==> config.mk <==
export PLATFORM = sky130hd
export DESIGN_NAME = bpf_cpu
export DESIGN_NICKNAME = d
export VERILOG_FILES = /design/src/common/bpf_pkg.sv /design/src/datapath/scratch_mem.sv /design/src/datapath/bpf_alu.sv /design/src/datapath/datapath.sv /design/src/hw/bpf_controller.sv /design/src/hw/bpf_cpu.sv
export VERILOG_INCLUDE_DIRS = /design/src /design/src/common
export SDC_FILE = /design/constraint.sdc
export NUM_CORES = 2
export LEC_CHECK = 0
export BUFFER_PORTS_ARGS = -buffer_cell sky130_fd_sc_hd__buf_2
export CAP_MARGIN = 20
export CELL_PAD_IN_SITES_DETAIL_PLACEMENT = 1
export CELL_PAD_IN_SITES_GLOBAL_PLACEMENT = 1
export CORE_UTILIZATION = 51
export CTS_CLUSTER_DIAMETER = 40
export CTS_CLUSTER_SIZE = 10
export DETAILED_ROUTE_END_ITERATION = 8
export PLACE_DENSITY_LB_ADDON = 0.3
export SLEW_MARGIN = 25
export SYNTH_ARGS = -nofsm -noshare
export SYNTH_HDL_FRONTEND = slang
export SYNTH_SLANG_ARGS = --single-unit
==> constraint.sdc <==
create_clock -name clk -period 14.2 [get_ports clk]
set_input_delay 1.42 -clock clk [delete_from_list [all_inputs] [get_ports clk]]
set_output_delay 1.42 -clock clk [all_outputs]
set_load 0.02 [all_outputs]
==> src/common/bpf_params.svh <==
`ifndef BPF_PARAMS_SVH
`define BPF_PARAMS_SVH

// Instruction memory holds 1024 instructions
`define BPF_CODE_ADDR_WIDTH 10

// Packet memory is byte addressed, 4 KiB window
`define BPF_BYTE_ADDR_WIDTH 12

`define BPF_SCRATCH_DEPTH 16 // M[] words

`endif

==> src/common/bpf_pkg.sv <==
`include "bpf_params.svh"

package bpf_pkg;

    typedef logic [31:0]                           word_t;
    typedef logic [`BPF_CODE_ADDR_WIDTH-1:0]       code_addr_t;
    typedef logic [`BPF_BYTE_ADDR_WIDTH-1:0]       byte_addr_t;
    typedef logic [$clog2(`BPF_SCRATCH_DEPTH)-1:0] scratch_addr_t;

    // Classic BPF instruction word
    typedef struct packed {
        logic [15:0] opcode;
        logic [7:0]  jt;
        logic [7:0]  jf;
        word_t       k;
    } inst_t;

    typedef enum logic [2:0] {
        A_SEL_IMM, A_SEL_ABS, A_SEL_IND, A_SEL_MEM, A_SEL_LEN, A_SEL_ALU, A_SEL_X
    } a_sel_e;

    typedef enum logic [2:0] {
        X_SEL_IMM, X_SEL_MEM, X_SEL_LEN, X_SEL_MSH, X_SEL_A
    } x_sel_e;

    typedef enum logic [1:0] {PC_PLUS_1, PC_PLUS_JT, PC_PLUS_JF, PC_PLUS_K} pc_sel_e;

    typedef enum logic [3:0] {
        ALU_ADD, ALU_SUB, ALU_MUL, ALU_OR, ALU_AND, ALU_LSH, ALU_RSH, ALU_XOR, ALU_NEG
    } alu_op_e;

    typedef struct packed {
        logic eq;
        logic gt;
        logic ge;
        logic set; // A & B nonzero
    } alu_flags_t;

    typedef struct packed {
        a_sel_e  a_sel;
        logic    a_en;
        x_sel_e  x_sel;
        logic    x_en;
        pc_sel_e pc_sel;
        logic    pc_en;
        logic    pc_clr;
        logic    b_sel_x;        // B operand is X, else k
        alu_op_e alu_op;
        logic    alu_en;
        logic    alu_ack;
        logic    scratch_from_x;
        logic    scratch_wr_en;
        logic    addr_ind;       // Packet address X+k
    } dp_ctrl_t;

    typedef enum logic [2:0] {
        S_IDLE, S_FETCH, S_DECODE, S_EXEC, S_MEMWAIT, S_ALUWAIT, S_DONE
    } ctrl_state_e;

    // Opcodes, standard classic BPF encoding
    localparam logic [15:0] OP_SRC_X   = 16'h0008; // OR into ALU and jump opcodes
    localparam logic [15:0] OP_LD_IMM  = 16'h0000;
    localparam logic [15:0] OP_LD_ABS  = 16'h0020;
    localparam logic [15:0] OP_LD_IND  = 16'h0040;
    localparam logic [15:0] OP_LD_MEM  = 16'h0060;
    localparam logic [15:0] OP_LD_LEN  = 16'h0080;
    localparam logic [15:0] OP_LDX_IMM = 16'h0001;
    localparam logic [15:0] OP_LDX_MEM = 16'h0061;
    localparam logic [15:0] OP_LDX_LEN = 16'h0081;
    localparam logic [15:0] OP_LDX_MSH = 16'h00b1;
    localparam logic [15:0] OP_ST      = 16'h0002;
    localparam logic [15:0] OP_STX     = 16'h0003;
    localparam logic [15:0] OP_ALU_ADD = 16'h0004;
    localparam logic [15:0] OP_ALU_SUB = 16'h0014;
    localparam logic [15:0] OP_ALU_MUL = 16'h0024;
    localparam logic [15:0] OP_ALU_OR  = 16'h0044;
    localparam logic [15:0] OP_ALU_AND = 16'h0054;
    localparam logic [15:0] OP_ALU_LSH = 16'h0064;
    localparam logic [15:0] OP_ALU_RSH = 16'h0074;
    localparam logic [15:0] OP_ALU_NEG = 16'h0084;
    localparam logic [15:0] OP_ALU_XOR = 16'h00a4;
    localparam logic [15:0] OP_JA      = 16'h0005;
    localparam logic [15:0] OP_JEQ     = 16'h0015;
    localparam logic [15:0] OP_JGT     = 16'h0025;
    localparam logic [15:0] OP_JGE     = 16'h0035;
    localparam logic [15:0] OP_JSET    = 16'h0045;
    localparam logic [15:0] OP_RET_K   = 16'h0006;
    localparam logic [15:0] OP_RET_A   = 16'h0016;
    localparam logic [15:0] OP_TAX     = 16'h0007;
    localparam logic [15:0] OP_TXA     = 16'h0087;

endpackage

==> src/datapath/scratch_mem.sv <==
`timescale 1ns/1ps
`include "bpf_params.svh"

module scratch_mem (
    input  logic                   clk,
    input  logic                   rst,
    input  bpf_pkg::scratch_addr_t addr,
    input  bpf_pkg::word_t         wr_data,
    input  logic                   wr_en,
    output bpf_pkg::word_t         rd_data
);
    import bpf_pkg::*;

    word_t mem [`BPF_SCRATCH_DEPTH];

    always_ff @(posedge clk) begin
        if (wr_en) begin
            mem[addr] <= wr_data;
        end
    end

    // Registered read, data one cycle after the address
    always_ff @(posedge clk) begin
        if (rst) begin
            rd_data <= '0;
        end else begin
            rd_data <= mem[addr];
        end
    end

endmodule

==> src/datapath/bpf_alu.sv <==
`timescale 1ns/1ps

module bpf_alu (
    input  logic                clk,
    input  logic                rst,
    input  bpf_pkg::word_t      a,
    input  bpf_pkg::word_t      b,
    input  bpf_pkg::alu_op_e    op,
    input  logic                en,
    input  logic                ack,
    output bpf_pkg::word_t      result,
    output bpf_pkg::alu_flags_t flags,
    output logic                vld
);
    import bpf_pkg::*;

    word_t      res_d;
    alu_flags_t flags_d;
    logic [4:0] shamt;

    assign shamt = b[4:0];

    // All results wrap at 32 bits
    always_comb begin
        case (op)
            ALU_ADD: res_d = a + b;
            ALU_SUB: res_d = a - b;
            ALU_MUL: res_d = a * b;
            ALU_OR:  res_d = a | b;
            ALU_AND: res_d = a & b;
            ALU_LSH: res_d = a << shamt;
            ALU_RSH: res_d = a >> shamt;
            ALU_XOR: res_d = a ^ b;
            ALU_NEG: res_d = -a;
            default: res_d = '0;
        endcase
    end

    // Unsigned compares for the conditional jumps
    assign flags_d.eq  = (a == b);
    assign flags_d.gt  = (a > b);
    assign flags_d.ge  = (a >= b);
    assign flags_d.set = |(a & b);

    always_ff @(posedge clk) begin
        if (en) begin
            result <= res_d;
            flags  <= flags_d;
        end
    end

    // vld stays up until the controller acks
    always_ff @(posedge clk) begin
        if (rst) begin
            vld <= 1'b0;
        end else if (en) begin
            vld <= 1'b1;
        end else if (ack) begin
            vld <= 1'b0;
        end
    end

endmodule

==> src/datapath/datapath.sv <==
`timescale 1ns/1ps

module datapath (
    input  logic                clk,
    input  logic                rst,
    input  bpf_pkg::dp_ctrl_t   ctrl,
    input  bpf_pkg::word_t      k,
    input  bpf_pkg::word_t      pkt_len,
    input  bpf_pkg::word_t      pkt_data,
    output bpf_pkg::code_addr_t pc,
    output bpf_pkg::byte_addr_t pkt_addr,
    output bpf_pkg::word_t      acc,
    output bpf_pkg::alu_flags_t flags,
    output logic                alu_vld
);
    import bpf_pkg::*;

    word_t      a_q;
    word_t      x_q;
    code_addr_t pc_q;

    word_t      alu_b;
    word_t      alu_result;
    word_t      scratch_rd;
    word_t      scratch_wr;
    word_t      addr_sum;
    code_addr_t pc_inc;

    // Accumulator
    always_ff @(posedge clk) begin
        if (rst) begin
            a_q <= '0;
        end else if (ctrl.a_en) begin
            case (ctrl.a_sel)
                A_SEL_IMM: a_q <= k;
                A_SEL_ABS: a_q <= pkt_data;
                A_SEL_IND: a_q <= pkt_data;   // Same data path, address differs
                A_SEL_MEM: a_q <= scratch_rd;
                A_SEL_LEN: a_q <= pkt_len;
                A_SEL_ALU: a_q <= alu_result;
                A_SEL_X:   a_q <= x_q;        // TXA
            endcase
        end
    end

    // Index register
    always_ff @(posedge clk) begin
        if (rst) begin
            x_q <= '0;
        end else if (ctrl.x_en) begin
            case (ctrl.x_sel)
                X_SEL_IMM: x_q <= k;
                X_SEL_MEM: x_q <= scratch_rd;
                X_SEL_LEN: x_q <= pkt_len;
                X_SEL_MSH: x_q <= {26'b0, pkt_data[27:24], 2'b0}; // 4*(P[k]&0xf)
                X_SEL_A:   x_q <= a_q;        // TAX
                default:   x_q <= x_q;
            endcase
        end
    end

    // Offsets count from the next instruction
    assign pc_inc = pc_q + 1'b1;

    always_ff @(posedge clk) begin
        if (rst || ctrl.pc_clr) begin
            pc_q <= '0;
        end else if (ctrl.pc_en) begin
            case (ctrl.pc_sel)
                PC_PLUS_1:  pc_q <= pc_inc;
                PC_PLUS_JT: pc_q <= pc_inc + code_addr_t'(k[15:8]); // jt in k[15:8]
                PC_PLUS_JF: pc_q <= pc_inc + code_addr_t'(k[7:0]);  // jf in k[7:0]
                PC_PLUS_K:  pc_q <= pc_inc + code_addr_t'(k);
            endcase
        end
    end

    assign pc  = pc_q;
    assign acc = a_q;

    assign addr_sum = ctrl.addr_ind ? x_q + k : k;
    assign pkt_addr = byte_addr_t'(addr_sum);

    assign alu_b = ctrl.b_sel_x ? x_q : k;

    bpf_alu u_alu (
        .clk    (clk),
        .rst    (rst),
        .a      (a_q),
        .b      (alu_b),
        .op     (ctrl.alu_op),
        .en     (ctrl.alu_en),
        .ack    (ctrl.alu_ack),
        .result (alu_result),
        .flags  (flags),
        .vld    (alu_vld)
    );

    assign scratch_wr = ctrl.scratch_from_x ? x_q : a_q;

    scratch_mem u_scratch (
        .clk     (clk),
        .rst     (rst),
        .addr    (scratch_addr_t'(k)),
        .wr_data (scratch_wr),
        .wr_en   (ctrl.scratch_wr_en),
        .rd_data (scratch_rd)
    );

endmodule

==> src/hw/bpf_controller.sv <==
`timescale 1ns/1ps

module bpf_controller (
    input  logic                clk,
    input  logic                rst,
    input  logic                start,
    output logic                busy,
    output logic                done,
    output bpf_pkg::word_t      ret_val,
    output logic                inst_rd_en,
    input  bpf_pkg::inst_t      inst_data,
    output logic                pkt_rd_en,
    output bpf_pkg::dp_ctrl_t   ctrl,
    output bpf_pkg::word_t      k,
    input  bpf_pkg::alu_flags_t flags,
    input  logic                alu_vld,
    input  bpf_pkg::word_t      acc
);
    import bpf_pkg::*;

    ctrl_state_e state, state_d;
    inst_t       inst_q;
    word_t       ret_q;
    logic [15:0] op_k;

    // Decoded instruction
    a_sel_e  a_sel_d;
    x_sel_e  x_sel_d;
    alu_op_e alu_op_d;
    logic    wr_a_d, wr_x_d, wait_d, pkt_d, ind_d, st_d, st_x_d;
    logic    alu_d, cmp_d, ja_d, ret_d, taken_d;
    word_t   ret_val_d;

    assign op_k = inst_q.opcode & ~OP_SRC_X;

    always_comb begin
        a_sel_d   = A_SEL_IMM;
        x_sel_d   = X_SEL_IMM;
        alu_op_d  = ALU_SUB;   // Compares only look at the flags
        wr_a_d    = 1'b0;
        wr_x_d    = 1'b0;
        wait_d    = 1'b0;
        pkt_d     = 1'b0;
        ind_d     = 1'b0;
        st_d      = 1'b0;
        st_x_d    = 1'b0;
        alu_d     = 1'b0;
        cmp_d     = 1'b0;
        ja_d      = 1'b0;
        ret_d     = 1'b0;
        taken_d   = 1'b0;
        ret_val_d = '0;        // Unknown opcodes reject the packet
        case (inst_q.opcode)
            OP_LD_IMM:  begin wr_a_d = 1'b1; a_sel_d = A_SEL_IMM; end
            OP_LD_ABS:  begin wr_a_d = 1'b1; a_sel_d = A_SEL_ABS; wait_d = 1'b1; pkt_d = 1'b1; end
            OP_LD_IND:  begin
                wr_a_d  = 1'b1;
                a_sel_d = A_SEL_IND;
                wait_d  = 1'b1;
                pkt_d   = 1'b1;
                ind_d   = 1'b1;
            end
            OP_LD_MEM:  begin wr_a_d = 1'b1; a_sel_d = A_SEL_MEM; wait_d = 1'b1; end
            OP_LD_LEN:  begin wr_a_d = 1'b1; a_sel_d = A_SEL_LEN; end
            OP_LDX_IMM: begin wr_x_d = 1'b1; x_sel_d = X_SEL_IMM; end
            OP_LDX_MEM: begin wr_x_d = 1'b1; x_sel_d = X_SEL_MEM; wait_d = 1'b1; end
            OP_LDX_LEN: begin wr_x_d = 1'b1; x_sel_d = X_SEL_LEN; end
            OP_LDX_MSH: begin wr_x_d = 1'b1; x_sel_d = X_SEL_MSH; wait_d = 1'b1; pkt_d = 1'b1; end
            OP_ST:      st_d = 1'b1;
            OP_STX:     begin st_d = 1'b1; st_x_d = 1'b1; end
            OP_JA:      ja_d = 1'b1;
            OP_RET_K:   begin ret_d = 1'b1; ret_val_d = inst_q.k; end
            OP_RET_A:   begin ret_d = 1'b1; ret_val_d = acc; end
            OP_TAX:     begin wr_x_d = 1'b1; x_sel_d = X_SEL_A; end
            OP_TXA:     begin wr_a_d = 1'b1; a_sel_d = A_SEL_X; end
            default: begin
                a_sel_d = A_SEL_ALU;
                alu_d   = 1'b1;
                case (op_k)
                    OP_ALU_ADD: alu_op_d = ALU_ADD;
                    OP_ALU_SUB: alu_op_d = ALU_SUB;
                    OP_ALU_MUL: alu_op_d = ALU_MUL;
                    OP_ALU_OR:  alu_op_d = ALU_OR;
                    OP_ALU_AND: alu_op_d = ALU_AND;
                    OP_ALU_LSH: alu_op_d = ALU_LSH;
                    OP_ALU_RSH: alu_op_d = ALU_RSH;
                    OP_ALU_NEG: alu_op_d = ALU_NEG;
                    OP_ALU_XOR: alu_op_d = ALU_XOR;
                    OP_JEQ:     begin alu_d = 1'b0; cmp_d = 1'b1; taken_d = flags.eq; end
                    OP_JGT:     begin alu_d = 1'b0; cmp_d = 1'b1; taken_d = flags.gt; end
                    OP_JGE:     begin alu_d = 1'b0; cmp_d = 1'b1; taken_d = flags.ge; end
                    OP_JSET:    begin alu_d = 1'b0; cmp_d = 1'b1; taken_d = flags.set; end
                    default:    begin alu_d = 1'b0; ret_d = 1'b1; end
                endcase
            end
        endcase
    end

    always_comb begin
        state_d             = state;
        pkt_rd_en           = 1'b0;
        ctrl.a_sel          = a_sel_d;
        ctrl.a_en           = 1'b0;
        ctrl.x_sel          = x_sel_d;
        ctrl.x_en           = 1'b0;
        ctrl.pc_sel         = PC_PLUS_1;
        ctrl.pc_en          = 1'b0;
        ctrl.pc_clr         = 1'b0;
        ctrl.b_sel_x        = inst_q.opcode[3];
        ctrl.alu_op         = alu_op_d;
        ctrl.alu_en         = 1'b0;
        ctrl.alu_ack        = 1'b0;
        ctrl.scratch_from_x = st_x_d;
        ctrl.scratch_wr_en  = 1'b0;
        ctrl.addr_ind       = ind_d;
        case (state)
            S_IDLE:   if (start) state_d = S_FETCH;
            S_FETCH:  state_d = S_DECODE;
            S_DECODE: state_d = S_EXEC;
            S_EXEC: begin
                if (ret_d) begin
                    state_d = S_DONE;
                end else if (alu_d || cmp_d) begin
                    ctrl.alu_en = 1'b1;
                    state_d     = S_ALUWAIT;
                end else if (wait_d) begin
                    pkt_rd_en = pkt_d;   // Scratch reads need no strobe
                    state_d   = S_MEMWAIT;
                end else begin
                    ctrl.a_en          = wr_a_d;
                    ctrl.x_en          = wr_x_d;
                    ctrl.scratch_wr_en = st_d;
                    ctrl.pc_sel        = ja_d ? PC_PLUS_K : PC_PLUS_1;
                    ctrl.pc_en         = 1'b1;
                    state_d            = S_FETCH;
                end
            end
            S_MEMWAIT: begin
                ctrl.a_en  = wr_a_d;
                ctrl.x_en  = wr_x_d;
                ctrl.pc_en = 1'b1;
                state_d    = S_FETCH;
            end
            S_ALUWAIT: if (alu_vld) begin
                ctrl.alu_ack = 1'b1;
                ctrl.a_en    = alu_d;
                ctrl.pc_en   = 1'b1;
                if (cmp_d) ctrl.pc_sel = taken_d ? PC_PLUS_JT : PC_PLUS_JF;
                state_d = S_FETCH;
            end
            S_DONE: begin
                ctrl.pc_clr = 1'b1;
                state_d     = S_IDLE;
            end
            default:  state_d = S_IDLE;
        endcase
    end

    always_ff @(posedge clk) begin
        if (rst) state <= S_IDLE;
        else     state <= state_d;
    end

    always_ff @(posedge clk) begin
        if (state == S_DECODE) inst_q <= inst_data;
        if (state == S_EXEC && ret_d) ret_q <= ret_val_d;
    end

    // Branch offsets ride on k during the resolve cycle
    assign k = (ctrl.pc_sel == PC_PLUS_JT || ctrl.pc_sel == PC_PLUS_JF) ?
               {16'h0, inst_q.jt, inst_q.jf} : inst_q.k;

    assign busy       = (state != S_IDLE);
    assign done       = (state == S_DONE);
    assign ret_val    = ret_q;
    assign inst_rd_en = (state == S_FETCH);

endmodule

==> src/hw/bpf_cpu.sv <==
`timescale 1ns/1ps

module bpf_cpu (
    input  logic                clk,
    input  logic                rst,
    input  logic                start,
    input  bpf_pkg::word_t      pkt_len,
    output logic                busy,
    output logic                done,
    output bpf_pkg::word_t      ret_val,
    output bpf_pkg::code_addr_t inst_addr,
    output logic                inst_rd_en,
    input  bpf_pkg::inst_t      inst_data,
    output bpf_pkg::byte_addr_t pkt_addr,
    output logic                pkt_rd_en,
    input  bpf_pkg::word_t      pkt_data
);
    import bpf_pkg::*;

    dp_ctrl_t   ctrl;
    word_t      k;
    word_t      acc;
    alu_flags_t flags;
    logic       alu_vld;

    bpf_controller u_ctrl (
        .clk        (clk),
        .rst        (rst),
        .start      (start),
        .busy       (busy),
        .done       (done),
        .ret_val    (ret_val),
        .inst_rd_en (inst_rd_en),
        .inst_data  (inst_data),
        .pkt_rd_en  (pkt_rd_en),
        .ctrl       (ctrl),
        .k          (k),
        .flags      (flags),
        .alu_vld    (alu_vld),
        .acc        (acc)
    );

    datapath u_dp (
        .clk      (clk),
        .rst      (rst),
        .ctrl     (ctrl),
        .k        (k),
        .pkt_len  (pkt_len),
        .pkt_data (pkt_data),
        .pc       (inst_addr),  // PC addresses the instruction memory directly
        .pkt_addr (pkt_addr),
        .acc      (acc),
        .flags    (flags),
        .alu_vld  (alu_vld)
    );

endmodule

### After elaboration in Yosys (flattened, before gate mapping)

Memory sizes are Yosys's and may differ from the RTL's. A register that Yosys moved wholly into a read port is not among the register bits.
Cells that the tools add are included.
Widths: inputs -> output; s select.

| word-level totals | value |
|---|---|
| memories kept | 1 |
| RAM bits | 512 |
| logic and storage cells | 189 |
| bits in registers | 210 |
| bits of input ports | 131 |

| cells by class | value |
|---|---|
| multiplexer cells | 68 |
| reduce and logical (&&, ||, !) cells | 31 |
| multiply operators | 1 |
| bitwise operators | 3 |
| equality and inequality tests | 58 |
| add/sub/neg operators | 8 |
| order comparisons | 2 |
| shift-type cells | 2 |

Memories:

| memory | depth | width | read ports | clocked after memory_dff | write ports | line | source |
|---|---|---|---|---|---|---|---|
| u_dp.u_scratch.mem | 16 | 32 | 1 | 1 | 1 | scratch_mem.sv:14 | `` word_t mem [`BPF_SCRATCH_DEPTH]; `` |

Operators with widths:

| operator | number |
|---|---|
| $pmux 32 s9 | 1 |
| $pmux 32 s6 | 1 |
| $pmux 32 s5 | 1 |
| $mux 32 | 3 |
| $eq 15x6->1 const B | 5 |
| $eq 16x8->1 const B | 4 |
| $pmux 32 s2 | 1 |
| $eq 16x3->1 const B | 3 |
| $eq 16x7->1 const B | 3 |
| $eq 15x5->1 const B | 3 |
| $pmux 10 s4 | 1 |
| $mux 1 | 36 |
| $pmux 3 s6 | 2 |
| $add 32x32->32 | 1 |
| $and 32x32->32 | 1 |
| $eq 16x2->1 const B | 2 |
| $eq 32x32->1 | 1 |
| $ge 32x32->1 | 1 |
| $gt 32x32->1 | 1 |
| $mul 32x32->32 | 1 |
| $neg 32->32 | 1 |
| $or 32x32->32 | 1 |
| $pmux 4 s8 | 1 |
| $reduce_or 32->1 | 1 |
| other kinds (55) | 97 |

### Depth between registers and ports, before layout

| depth | value |
|---|---|
| depth in word-level cells | 14 |
| depth in mapped cells | 47 |

### Cells and area by module

A second synthesis with hierarchy kept.

| unflattened totals | value |
|---|---|
| cells, all modules | 5266 |
| area total of the unflattened synthesis | 56934.6 um^2 |

Modules (own cells, without submodules):

| module | cells an instance | area each (um^2) | sequential area each (um^2) | times used |
|---|---|---|---|---|
| bpf_alu | 3076 | 25204.2 | 1101.1 | 1 |
| scratch_mem | 949 | 20295.7 | 16015.4 | 1 |
| datapath | 909 | 6797.8 | 1481.4 | 1 |
| bpf_controller | 332 | 4636.9 | 2942.8 | 1 |

### Worst setup path before layout

No wires, ideal clock.

| timing | value |
|---|---|
| kind | register -> register |
| start point | register u_ctrl.inst_q[61] in the netlist's numbering |
| end point | register u_dp.u_alu.result[28] (data pin) |
| library setup time | 267 ps |
| data arrival time | 10880 ps |
| buffers on the path | 5 |
| slack | 3053 ps |
| data required time | 13933 ps |
| cell stages (with the launch flop) | 44 |
| cell sequence | edfxtp_1 nor4_1 nand4_1 a21bo_2 a211oi_1 nor2_1 nand2_1 nor2_1 nand3_1 o21ai_0 ha_1 buf_4 mux2i_2 inv_2 mux2_2 inv_2 buf_2 buf_2 [8 not listed] inv_1 fa_1 inv_1 fa_1 inv_1 fa_1 fa_1 ha_1 a21o_1 a211o_1 o211a_1 or4_1 a31oi_1 o31ai_1 a21o_1 a211o_1 nand3_1 nand3_1 |

| on the way | value |
|---|---|
| word-level cells in the longest chain between the ends | 14 |

RTL lines:

| item | line | source |
|---|---|---|
| start: declaration | bpf_controller.sv:22 | `inst_t inst_q;` |
| start signal: assignment | bpf_controller.sv:165 | `if (state == S_DECODE) inst_q <= inst_data;` |
| $eq 15x3->1 (tied with other cells) | bpf_controller.sv:79 | `case (op_k)` |
| $reduce_or 9->1 (no source line) / $reduce_or 4->1 (equally long branches) | n/a |  |
| $mux 1 | bpf_controller.sv:79 |  |
| $mux 1 | bpf_controller.sv:53 | `case (inst_q.opcode)` |
| $logic_or 1x1->1 | bpf_controller.sv:123 | `end else if (alu_d \|\| cmp_d) begin` |
| $mux 4 | bpf_controller.sv:123 |  |
| $mux 4 | bpf_controller.sv:121 | `if (ret_d) begin` |
| $pmux 2 s2 | bpf_controller.sv:116 | `case (state)` |
| $eq 2x1->1 / $eq 2x2->1 (equally long branches) | bpf_controller.sv:170 | `assign k = (ctrl.pc_sel == PC_PLUS_JT \|\| ctrl.pc_sel == PC_PLUS_JF) ?` |
| $logic_or 1x1->1 | bpf_controller.sv:170 |  |
| $mux 32 | bpf_controller.sv:170 |  |
| $mux 32 | datapath.sv:84 | `assign alu_b = ctrl.b_sel_x ? x_q : k;` |
| $mul 32x32->32 (tied with other cells) | bpf_alu.sv:28 | `ALU_MUL: res_d = a * b;` |
| $pmux 32 s9 (*) | bpf_alu.sv:25 | `case (op)` |
| named net u_dp.u_alu.res_d[28] | bpf_alu.sv:17 | `word_t res_d;` |
| end signal: assignment | bpf_alu.sv:47 | `result <= res_d;` |
| end: declaration | bpf_alu.sv:11 | `output bpf_pkg::word_t result,` |

Mark *: on every way through the listed nets, which the timed path passes. The rest lies on a longest branch.
A chain may end at the register's enable or synchronous reset.

### Final worst setup path

| timing | value |
|---|---|
| start point | register u_ctrl.inst_q[52] in the netlist's numbering |
| end point | register u_dp.u_alu.result[30] (data pin) |

Same word-level chain as after synthesis.

==> results.tsv <==
metric	value	unit
max_stage_delay	0.88	ns
synth_area	56700	µm²
async_flop_share	0	%
drv_cap	0	
synth_top_area_share	34.1	%
post_drt_wl_per_cell	35.1	µm
crit_path_top_delay_cell	ha_2	
ant_nets	0	
clk_pin_slew_worst_paths	0.06	ns
routed_wl	261000	µm
placed_area	59200	µm²
die_area	112000	µm²
min_path_type	flop to flop	
maxSlewViolCount	0	
first_iter_violations	6960	
core_area	109000	µm²
first_pass_iters	9	
final_common_cell	nand2_1	
finalHoldViolations	0	
syn_nets	6622	
overflow	0	
synth.avg_cell_area	9.71	µm²
worstPathArrival	13.41	ns
p_sw	1.41	mW
post-route-drc-count	8	
violations	design-rule violations	
slew_headroom	4.98	%
skew	0.0528	ns
cts_resized	0	
final_nets	6659	
viasPerCell	6.83	
synth.distinct_cells	104	
grt_max_degree	136	
r2r.worst_path.cells	35	
postLayoutCellArea	62600	µm²
clockRootBuffer	clkbuf_16	
yosysWarnings	0	
seqCellArea	21500	µm²
dp_hpwl	180000	µm
cts_inserted_buffers	103	
cts_setup_buffers	0	
cts_tree	done	
antenna_found_initial	14	
worst-endpoint-required	14.55	ns
power.density	87.7	nW/µm²
startpoint_type	flop	
clockPowerShare	47.3	%
gp_congestion	1.15	
pre_cts_ws	1.48	ns
die_w	335	µm
power_frac_comb	8.5	%
yosysTopAreaCell	edfxtp_1	
synth-edff-count	644	
min_path_cells	2	
worstSetupPathType	flop to flop	
die_y	335	µm
switching_share	25.6	%
portBuffers	188	
period_share	92.0	%
post-place-cells	7242	
worstPathMaxFanout	23	
initial_core_util	51.8	%
rsz0062_at_grt	false	
area_growth_syn_to_layout	10.6	%
seq_area_frac_synth	38.0	%
cpMostUsedCell	fa_1	
synth_top_flop_cell	edfxtp_1	
grt_pass1_wl	372000	µm
track_usage	46.1	%
max-vdd-ir-drop	0.160	mV
synthCells	5834	
endpoint_kind	flop	
worst_slew_pin_slew	1.42	ns
clock-sinks	754	
drive_gt1_share	11.1	%
grt_pass1_vias	53524	
htree_num_levels	3	
clock.fmax	76.5	MHz
fin_ws	1.13	ns
p_int	4.09	mW
rows	121	
fillers	12047	
hold_buffers	0	
seqPwrFrac	44.2	%
p_leak	25.6	nW
finalSetupTns	0	ns
ys_seq_elements	754	
mostFrequentLayoutCells	nand2_1, edfxtp_1, nor2_1, inv_1, fa_1	
multi_input_area	31800	µm²
period_minus_slack	13.07	ns
ioPinCount	189	
synth_area_leaders	edfxtp_1, fa_1, nand2_1	
clock_latency	0.70	ns
stdcell_count	7433	
outcome	finished with violations	
setup_viol	0	
vias	50743	
cts.path.max_buffers	3	
## registers in the layout, indices dropped and copies added, names as in the netlist, 4 cells and up
register,count
u_dp.u_alu.flags,4
u_dp.pc,10
u_dp.x_q,32
u_ctrl.ret_val,32
u_dp.acc,32
u_dp.u_scratch.mem,512
u_dp.u_scratch.rd_data,32
u_ctrl.inst_q,63
u_dp.u_alu.result,32
## path summary, 6_finish.rpt
| kind | startpoint | endpoint | slack, ns |
|---|---|---|---|
| max reg2reg | u_ctrl.inst_q[52]$_DFFE_PP_ | u_dp.u_alu.result[30]$_DFFE_PP_ | 1.13 |
| max | u_ctrl.inst_q[52]$_DFFE_PP_ | u_dp.u_alu.result[30]$_DFFE_PP_ | 1.13 |
| min | u_dp.pc[9]$_SDFFE_PP0P_ | u_dp.pc[9]$_SDFFE_PP0P_ | 0.53 |
| min reg2reg | u_dp.pc[9]$_SDFFE_PP0P_ | u_dp.pc[9]$_SDFFE_PP0P_ | 0.53 |
## worst max-delay path, delay by kind of cell, from the launching register on
family | cells | cell delay [ns]
adder cells (fa/ha/maj) | 10 | 5.34
AND/OR/NAND/NOR | 10 | 2.50
AO/OA/AOI/OAI | 10 | 2.38
multiplexers | 2 | 0.87
buffers and inverters | 3 | 0.82
flip-flops | 1 | 0.75
## power groups by stage
stage | combinational, mW | sequential [mW] | clock (mW)
finish | 0.468 | 2.43 | 2.60
global route | 0.477 | 2.43 | 2.68
CTS | 0.444 | 2.43 | 2.60
detailed placement | 0.438 | 2.47 | 0
global placement | 0.426 | 2.47 | 0
floorplan | 0.248 | 2.46 | 0
## layer usage
layer / vias up / global-route usage [%] / share of wire (%)
met5: - / 0 / 0.024
met4: 10 / 38.4 / 9.8
met3: 1212 / 12.6 / 12
met2: 3523 / 70.5 / 44
met1: 25673 / 54.1 / 34
li1: 20325 / - / -
## area by class of cell
type                    count  area share (%)
diodes                      7          0.0280
clock buffers             146            4.47
clock inverters            38           0.963
inverters                 511            3.09
multi-input cells        4157            50.7
flip-flops and latches    754            34.4
well taps                1476            2.95
repair buffers            344            3.40
## cells in the mapped netlist (all sizes together) (13+ instances only)
library cell    n
a211oi         72
a21o           43
a21oi         164
a221oi         46
a222oi         63
a22oi          15
a311oi        131
a31oi          29
and2           13
and3           88
buf            96
clkbuf        316
clkinv         13
dfxtp         110
edfxtp        644
fa            412
ha            245
inv           498
mux2           61
mux2i         194
nand2         948
nand2b         40
nand3         188
nand4          20
nor2          652
nor2b          17
nor3           85
nor4           33
o211ai         35
o21ai         195
o221ai         19
o22ai          13
o31ai          13
or3            18
xnor2         109
xor2           30
## logic make-up (layout without fill, tap and decap cells)
logic type | count (synthesis) | after routing | share of synthesized area [%]
multiplexers | 267 | 267 | 5.19
buffers and inverters | 923 | 1039 | 6.35
adder cells (fa/ha/maj) | 657 | 657 | 20.0
XOR/XNOR | 140 | 140 | 2.19
other | 0 | 7 | 0
AO/OA/AOI/OAI | 950 | 950 | 11.9
flip-flops | 754 | 754 | 38.0
AND/OR/NAND/NOR | 2143 | 2143 | 16.3
## stage by stage
| step | hold WS [ns] | utilization, % | power [mW] |
|---|---|---|---|
| finish | 0.532 | 57.2 | 5.49 |
| global route | 0.550 | 57.2 | 5.58 |
| CTS | 0.539 | 57.2 | 5.47 |
| detailed placement | 0.517 | 54.1 | 2.91 |
| global placement | 0.516 | 54.1 | 2.90 |
| floorplan | 0.495 | - | 2.71 |
Note: power is estimated with default switching activity, not from simulation.
